--- src/hdl/game_defines.svh ---
`ifndef GAME_DEFINES_SVH
`define GAME_DEFINES_SVH

////////////////////////////////////////////////////////////
// game progression limits
////////////////////////////////////////////////////////////

// width of level, world and lives counts
`define COUNT_W 3

// levels per world, numbered from 0
`define LEVEL_MAX 5

// worlds per game, numbered from 0
`define WORLD_MAX 5

// lives given at the start of every game
`define START_LIVES 7

// one led per possible life
`define LED_W 7

`endif

--- src/hdl/displayPkg.sv ---
package displayPkg;

    ////////////////////////////////////////////////////////////
    // overlay screen codes
    ////////////////////////////////////////////////////////////

    // values fixed by the video overlay decoder
    typedef enum logic [2:0] {
        scrBlank   = 3'd0,
        scrPlay    = 3'd1,
        scrLose    = 3'd2,
        scrWin     = 3'd3,
        scrLevelUp = 3'd4,
        scrWorldUp = 3'd5
    } screenT;

endpackage

--- src/hdl/gameStatePkg.sv ---
package gameStatePkg;

    ////////////////////////////////////////////////////////////
    // game flow states
    ////////////////////////////////////////////////////////////

    typedef enum logic [3:0] {
        // waiting for start, counters held at start values
        sTitle,
        // normal gameplay
        sPlay,
        // single cycle after a lost life
        sLifeLost,
        // display states, left with continue
        sLevelUp,
        sWorldUp,
        sWin,
        sLose
    } gameStateT;

endpackage

--- src/hdl/buttonConditioner.sv ---
`timescale 1ns/1ns

module buttonConditioner (
    input  logic clk,
    input  logic rst,
    input  logic button,
    output logic pressPulse
);

    // two flop synchronizer stages
    logic syncFf1;
    logic syncFf2;
    // synchronized level from the previous cycle
    logic history;

    always_ff @(posedge clk or negedge rst) begin
        if (!rst) begin
            syncFf1    <= 1'b0;
            syncFf2    <= 1'b0;
            history    <= 1'b0;
            pressPulse <= 1'b0;
        end else begin
            syncFf1 <= button;
            syncFf2 <= syncFf1;
            history <= syncFf2;
            // rising edge only, a held button gives one pulse
            pressPulse <= syncFf2 & ~history;
        end
    end

endmodule

--- src/hdl/gameFsm.sv ---
`timescale 1ns/1ns
`include "game_defines.svh"

module gameFsm
    import gameStatePkg::*, displayPkg::*;
(
    input  logic                clk,
    input  logic                rst,
    input  logic                startPress,
    input  logic                continuePress,
    input  logic                playerDead,
    input  logic                levelComplete,
    input  logic [`COUNT_W-1:0] level,
    input  logic [`COUNT_W-1:0] world,
    input  logic [`COUNT_W-1:0] lives,
    output logic                clearAll,
    output logic                levelAdvance,
    output logic                worldAdvance,
    output logic                lifeLose,
    output screenT              screenNext,
    output logic                playerEnable
);

    gameStateT state;
    gameStateT stateNext;

    // progression tests against the current counts
    logic lastLevel;
    logic lastWorld;
    logic lastLife;

    assign lastLevel = (level >= `COUNT_W'(`LEVEL_MAX - 1));
    assign lastWorld = (world >= `COUNT_W'(`WORLD_MAX - 1));
    assign lastLife  = (lives <  `COUNT_W'(2));

    ////////////////////////////////////////////////////////////
    // state register
    ////////////////////////////////////////////////////////////

    always_ff @(posedge clk or negedge rst) begin
        if (!rst) begin
            state <= sTitle;
        end else begin
            state <= stateNext;
        end
    end

    ////////////////////////////////////////////////////////////
    // next state and outputs
    ////////////////////////////////////////////////////////////

    always_comb begin
        // defaults, hold state with all strobes idle
        stateNext    = state;
        clearAll     = 1'b0;
        levelAdvance = 1'b0;
        worldAdvance = 1'b0;
        lifeLose     = 1'b0;
        screenNext   = scrBlank;
        playerEnable = 1'b0;

        case (state)
            sTitle: begin
                // title overlay reuses the play code
                screenNext = scrPlay;
                if (startPress) begin
                    clearAll  = 1'b1;
                    stateNext = sPlay;
                end
            end
            sPlay: begin
                screenNext   = scrPlay;
                playerEnable = 1'b1;
                // death wins over a same cycle completion
                if (playerDead) begin
                    lifeLose  = 1'b1;
                    stateNext = lastLife ? sLose : sLifeLost;
                end else if (levelComplete) begin
                    if (!lastLevel) begin
                        levelAdvance = 1'b1;
                        stateNext    = sLevelUp;
                    end else if (!lastWorld) begin
                        // counter clears the level along with this
                        worldAdvance = 1'b1;
                        stateNext    = sWorldUp;
                    end else begin
                        stateNext = sWin;
                    end
                end
            end
            sLifeLost: begin
                // player keeps moving through the lost life
                screenNext   = scrPlay;
                playerEnable = 1'b1;
                stateNext    = sPlay;
            end
            sLevelUp: begin
                screenNext = scrLevelUp;
                if (continuePress) begin
                    stateNext = sPlay;
                end
            end
            sWorldUp: begin
                screenNext = scrWorldUp;
                if (continuePress) begin
                    stateNext = sPlay;
                end
            end
            sWin: begin
                screenNext = scrWin;
                if (continuePress) begin
                    // title shows start values again
                    clearAll  = 1'b1;
                    stateNext = sTitle;
                end
            end
            sLose: begin
                screenNext = scrLose;
                if (continuePress) begin
                    clearAll  = 1'b1;
                    stateNext = sTitle;
                end
            end
            default: begin
                stateNext = sTitle;
            end
        endcase
    end

endmodule

--- src/hdl/gameTop.sv ---
`timescale 1ns/1ns
`include "game_defines.svh"

module gameTop
    import displayPkg::*;
(
    input  logic                clk,
    input  logic                rst,
    input  logic                startBtn,
    input  logic                continueBtn,
    input  logic                playerDead,
    input  logic                levelComplete,
    output screenT              screen,
    output logic [`COUNT_W-1:0] level,
    output logic [`COUNT_W-1:0] world,
    output logic [`COUNT_W-1:0] lives,
    output logic [`LED_W-1:0]   lifeLeds,
    output logic                playerEnable
);

    // button pulses
    logic   startPress;
    logic   continuePress;
    // counter strobes
    logic   clearAll;
    logic   levelAdvance;
    logic   worldAdvance;
    logic   lifeLose;
    screenT screenNext;

    ////////////////////////////////////////////////////////////
    // input side
    ////////////////////////////////////////////////////////////

    buttonConditioner startCond_i (
        .clk        (clk),
        .rst        (rst),
        .button     (startBtn),
        .pressPulse (startPress)
    );

    buttonConditioner continueCond_i (
        .clk        (clk),
        .rst        (rst),
        .button     (continueBtn),
        .pressPulse (continuePress)
    );

    ////////////////////////////////////////////////////////////
    // control and counts
    ////////////////////////////////////////////////////////////

    gameFsm gameFsm_i (
        .clk           (clk),
        .rst           (rst),
        .startPress    (startPress),
        .continuePress (continuePress),
        .playerDead    (playerDead),
        .levelComplete (levelComplete),
        .level         (level),
        .world         (world),
        .lives         (lives),
        .clearAll      (clearAll),
        .levelAdvance  (levelAdvance),
        .worldAdvance  (worldAdvance),
        .lifeLose      (lifeLose),
        .screenNext    (screenNext),
        .playerEnable  (playerEnable)
    );

    progressCounters progressCounters_i (
        .clk          (clk),
        .rst          (rst),
        .clearAll     (clearAll),
        .levelAdvance (levelAdvance),
        .worldAdvance (worldAdvance),
        .lifeLose     (lifeLose),
        .level        (level),
        .world        (world),
        .lives        (lives)
    );

    // output side
    statusDisplay statusDisplay_i (
        .clk        (clk),
        .rst        (rst),
        .screenNext (screenNext),
        .lives      (lives),
        .screen     (screen),
        .lifeLeds   (lifeLeds)
    );

endmodule

--- src/hdl/progressCounters.sv ---
`timescale 1ns/1ns
`include "game_defines.svh"

module progressCounters (
    input  logic                clk,
    input  logic                rst,
    input  logic                clearAll,
    input  logic                levelAdvance,
    input  logic                worldAdvance,
    input  logic                lifeLose,
    output logic [`COUNT_W-1:0] level,
    output logic [`COUNT_W-1:0] world,
    output logic [`COUNT_W-1:0] lives
);

    ////////////////////////////////////////////////////////////
    // level and world
    ////////////////////////////////////////////////////////////

    always_ff @(posedge clk or negedge rst) begin
        if (!rst) begin
            level <= '0;
            world <= '0;
        end else if (clearAll) begin
            level <= '0;
            world <= '0;
        end else if (worldAdvance) begin
            // new world starts at its first level
            world <= world + `COUNT_W'(1);
            level <= '0;
        end else if (levelAdvance) begin
            level <= level + `COUNT_W'(1);
        end
    end

    ////////////////////////////////////////////////////////////
    // lives
    ////////////////////////////////////////////////////////////

    always_ff @(posedge clk or negedge rst) begin
        if (!rst) begin
            lives <= `COUNT_W'(`START_LIVES);
        end else if (clearAll) begin
            lives <= `COUNT_W'(`START_LIVES);
        end else if (lifeLose && (lives != '0)) begin
            // saturate at zero
            lives <= lives - `COUNT_W'(1);
        end
    end

endmodule

--- src/hdl/statusDisplay.sv ---
`timescale 1ns/1ns
`include "game_defines.svh"

module statusDisplay
    import displayPkg::*;
(
    input  logic                clk,
    input  logic                rst,
    input  screenT              screenNext,
    input  logic [`COUNT_W-1:0] lives,
    output screenT              screen,
    output logic [`LED_W-1:0]   lifeLeds
);

    // overlay code, blank until the first update
    always_ff @(posedge clk or negedge rst) begin
        if (!rst) begin
            screen <= scrBlank;
        end else begin
            screen <= screenNext;
        end
    end

    ////////////////////////////////////////////////////////////
    // lives bar
    ////////////////////////////////////////////////////////////

    // thermometer, lowest leds lit first
    always_comb begin
        for (int i = 0; i < `LED_W; i++) begin
            lifeLeds[i] = (i < int'(lives));
        end
    end

endmodule

--- config.mk ---
export PLATFORM = sky130hd
export DESIGN_NAME = gameTop
export DESIGN_NICKNAME = d
export VERILOG_FILES = /design/src/hdl/displayPkg.sv /design/src/hdl/gameStatePkg.sv /design/src/hdl/buttonConditioner.sv /design/src/hdl/gameFsm.sv /design/src/hdl/gameTop.sv /design/src/hdl/progressCounters.sv /design/src/hdl/statusDisplay.sv
export VERILOG_INCLUDE_DIRS = /design/src /design/src/hdl
export SDC_FILE = /design/constraint.sdc
export NUM_CORES = 1
export LEC_CHECK = 0
export ABC_AREA = 1
export BUFFER_PORTS_ARGS = -buffer_cell sky130_fd_sc_hd__buf_4
export CAP_MARGIN = 25
export CORE_UTILIZATION = 56
export CTS_CLUSTER_DIAMETER = 30
export CTS_CLUSTER_SIZE = 10
export DETAILED_ROUTE_END_ITERATION = 16
export PLACE_DENSITY = 0.79
export SLEW_MARGIN = 0
export SYNTH_ARGS = -nofsm -noshare
export SYNTH_HDL_FRONTEND = slang
export SYNTH_SLANG_ARGS = --single-unit
--- constraint.sdc ---
create_clock -name clk -period 2.1 [get_ports clk]
set_input_delay 0.42 -clock clk [delete_from_list [all_inputs] [get_ports clk]]
set_output_delay 0.42 -clock clk [all_outputs]
set_load 0.02 [all_outputs]
==> reports/metrics.csv <==
stage,metric,value,unit
cts,Clock transition at path regs,0.13,ns
sta,Hold Fails Final Rpt,0,
cts,CTS tree,built,
layout,Inserted Diodes,0,
cts,H-tree depth,1,
die,Chip Width,47.2,um
min_path,min-delay src,startBtn,
synthesis,Syn Nets,153,
routing,WL per Instance,10.7,um
pwr,P per Cell Area,1520,nW/um^2
global_routing,initial antenna violation count,0,
die,Std-Cell Core Area,1820,sq um
layout,Layout area overhead,21.7,%
global_routing,gr usage total,22.6,%
sta,final setup fails,0,
layout,Final nets,183,
layout,Reg area,579,sq um
layout,Multi-input gate area,464,sq um
setup_path,worst r2r src,progressCounters_i.lives[0]$_DFFE_PN1P_,
routing,# DRC,0,
setup_path,CP max stage delay,0.61,ns
setup_path,CP Launch Point,progressCounters_i.lives[1]$_DFFE_PN1P_,
layout,share of layout cells above drive strength 1,23.7,%
setup_path,CP Buf/Inv Count,2,
die,chip height,47.2,um
cts,root buf cell,clkbuf_4,
synthesis,Post-Synthesis Cells,140,
cts,setup bufs post-CTS,0,
cts,post_cts resized,0,
routing,First-pass DRT Iterations,4,
setup_path,CP Capture Type,output pin,
min_path,min-delay worst type,in2reg,
routing,WL final,2070,um
sta,RSZ-0062 raised after global routing,no,
synthesis,Post-Synthesis Cell Area,1140,sq um
die,Die Area,2230,sq um
synthesis,synth warn,0,
setup_path,"Arr. time, crit path",1.49,ns
pwr,leakage,0.793,nW
cts,CTS Buffer Depth,2,
sta,Slew headroom,77.7,%
setup_path,"Slowest-stage cell, CP",dfstp_2,
sta,Max Clk Rate,523,MHz
synthesis,Post-Syn Area per Cell,8.18,sq um
place,I/O Buffers,25,
layout,fillers,141,
pwr,Peak VDD IR,1170,uV
setup_path,Startpoint Class,flip-flop,
routing,via-per-instance ratio,4.82,
global_routing,total grt overflow,0,
global_routing,largest net degree at the start of global routing,24,
global_routing,vias in the first global route,835,
sta,Tmin final,1.91,ns
sta,Max Slew Vio Count,0,
setup_path,"Largest delay share family, worst path",flip-flops,
sta,Worst Skew,0.00508,ns
place,HPWL Detailed,1620,um
sta,period utilization,91.0,%
routing,DR iter-0 viols,30,
synthesis,part of the Yosys area used for sequential elements,50.6,%
die,Core Rows,15,
setup_path,CP max FO,7,
cts,clk sink count,23,
run,Max Cap Viol,0,
routing,via count,936,
cts,Worst-Skew Late Latency,0.30,ns
cts,Post-CTS Hold Buffers,1,
global_routing,first-pass GRT wire length,3450,um
place,routability congestion estimate from global placement,0.788,
sta,setup_tns,0,ns
setup_path,CP required,1.68,ns
pwr,Pwr Total,2.13,mW
layout,"commonest non-fill, non-tap cell in the layout",nand2_1,
layout,most frequent cells in the layout,"nand2_1 (33), buf_4 (25), inv_1 (23), nor2_1 (23), dfrtp_1 (20)",
setup_path,worst path cell trace,inv_1 > ha_1 > o21ai_0 > buf_4,
setup_path,CP Class,reg2out,
routing,post-route ant nets,0,
die,Starting Density,62.9,%
die,# IOs,26,
run_status,outcome,completed,
sta,worst slew pin tran,0.332,ns
synthesis,Synth cell types,20,
synthesis,#FFs+latches synth,23,
cts,total CTS buffers,3,
-- final cells by class --
type                            count  area share, %
Sequential cell                    23           41.6
Multi-Input combinational cell     91           33.3
Clock buffer                        3           1.62
Tap cell                           25           2.24
Timing Repair Buffer               26           14.2
Clock inverter                      1          0.359
Inverter                           25           6.73
-- path summary, 6_finish.rpt --
path,endpoint,slack [ns],cells after the start
max,lifeLeds[1],0.19,4
min,startCond_i.syncFf1$_DFF_PN0_,0.21,1
max reg2reg,progressCounters_i.lives[0]$_DFFE_PN1P_,0.60,6
min reg2reg,startCond_i.syncFf2$_DFF_PN0_,0.36,0
max in group asynchronous,progressCounters_i.lives[0]$_DFFE_PN1P_,1.30,2
min in group asynchronous,gameFsm_i.state[1]$_DFFE_PN0P_,0.52,2
-- power breakdown --
group / total, mW / switching [mW] / internal (mW) / leakage (nW)
combinational: 1.19 / 0.741 / 0.449 / 0.494
sequential: 0.736 / 0.142 / 0.594 / 0.281
clock: 0.200 / 0.129 / 0.0710 / 0.0177
total: 2.13 / 1.01 / 1.11 / 0.793
-- registers in the layout (all words and copies together) (netlist names), 3 cells and up --
register and count:
progressCounters_i.world 3, progressCounters_i.lives 3, progressCounters_i.level 3, gameFsm_i.state 3, statusDisplay_i.screen 3
-- cells in the mapped netlist --
library cell / instances / area (sq um)
nor3_1: 1 / 5.00
dfrtp_1: 20 / 500
inv_2: 2 / 7.51
nand3b_1: 1 / 7.51
o21ai_1: 1 / 5.00
dfstp_2: 3 / 78.8
o21ai_0: 3 / 15.0
nor2_4: 1 / 11.3
o21ai_2: 1 / 8.76
ha_1: 7 / 87.6
nand4_1: 1 / 6.26
a21oi_1: 5 / 25.0
xor2_1: 1 / 8.76
buf_4: 1 / 7.51
nand2_1: 33 / 124
nand2_2: 3 / 18.8
inv_1: 23 / 86.3
nor2_1: 23 / 86.3
nand3_2: 1 / 10.0
nand3_1: 9 / 45.0
-- stage by stage --
stage          util [%]  worst slack (ns)  hold WS [ns]  area [sq um]  instances
6_report           76.6             0.188         0.215          1390        194
4_1_cts            76.6             0.171         0.200          1390        194
3_5_place_dp       74.5             0.529         0.329          1360        189
3_3_place_gp       74.5             0.567         0.322          1360        189
2_1_floorplan         -             0.304         0.124          1140        140
5_1_grt            76.6            0.0993         0.176          1390        194
-- cell families after synthesis --
logic type                 after synthesis  synth area share (%)
buffers and inverters                   26                  8.85
and+or+nand+nor                         73                  27.4
adders and majority gates                7                  7.65
DFF                                     23                  50.6
AOI/OAI and AO/OA                       10                  4.70
xor gates and xnor gates                 1                 0.765
-- layer usage --
metal | vias to the layer above | part of all wire, % | track usage, %
met5 | - | 0 | 0
met4 | 0 | 0.53 | 8.57
met3 | 2 | 2.7 | 4.62
met2 | 21 | 52 | 38.6
met1 | 430 | 45 | 28.3
li1 | 483 | - | -
Note: power is estimated with default switching activity, not from simulation.
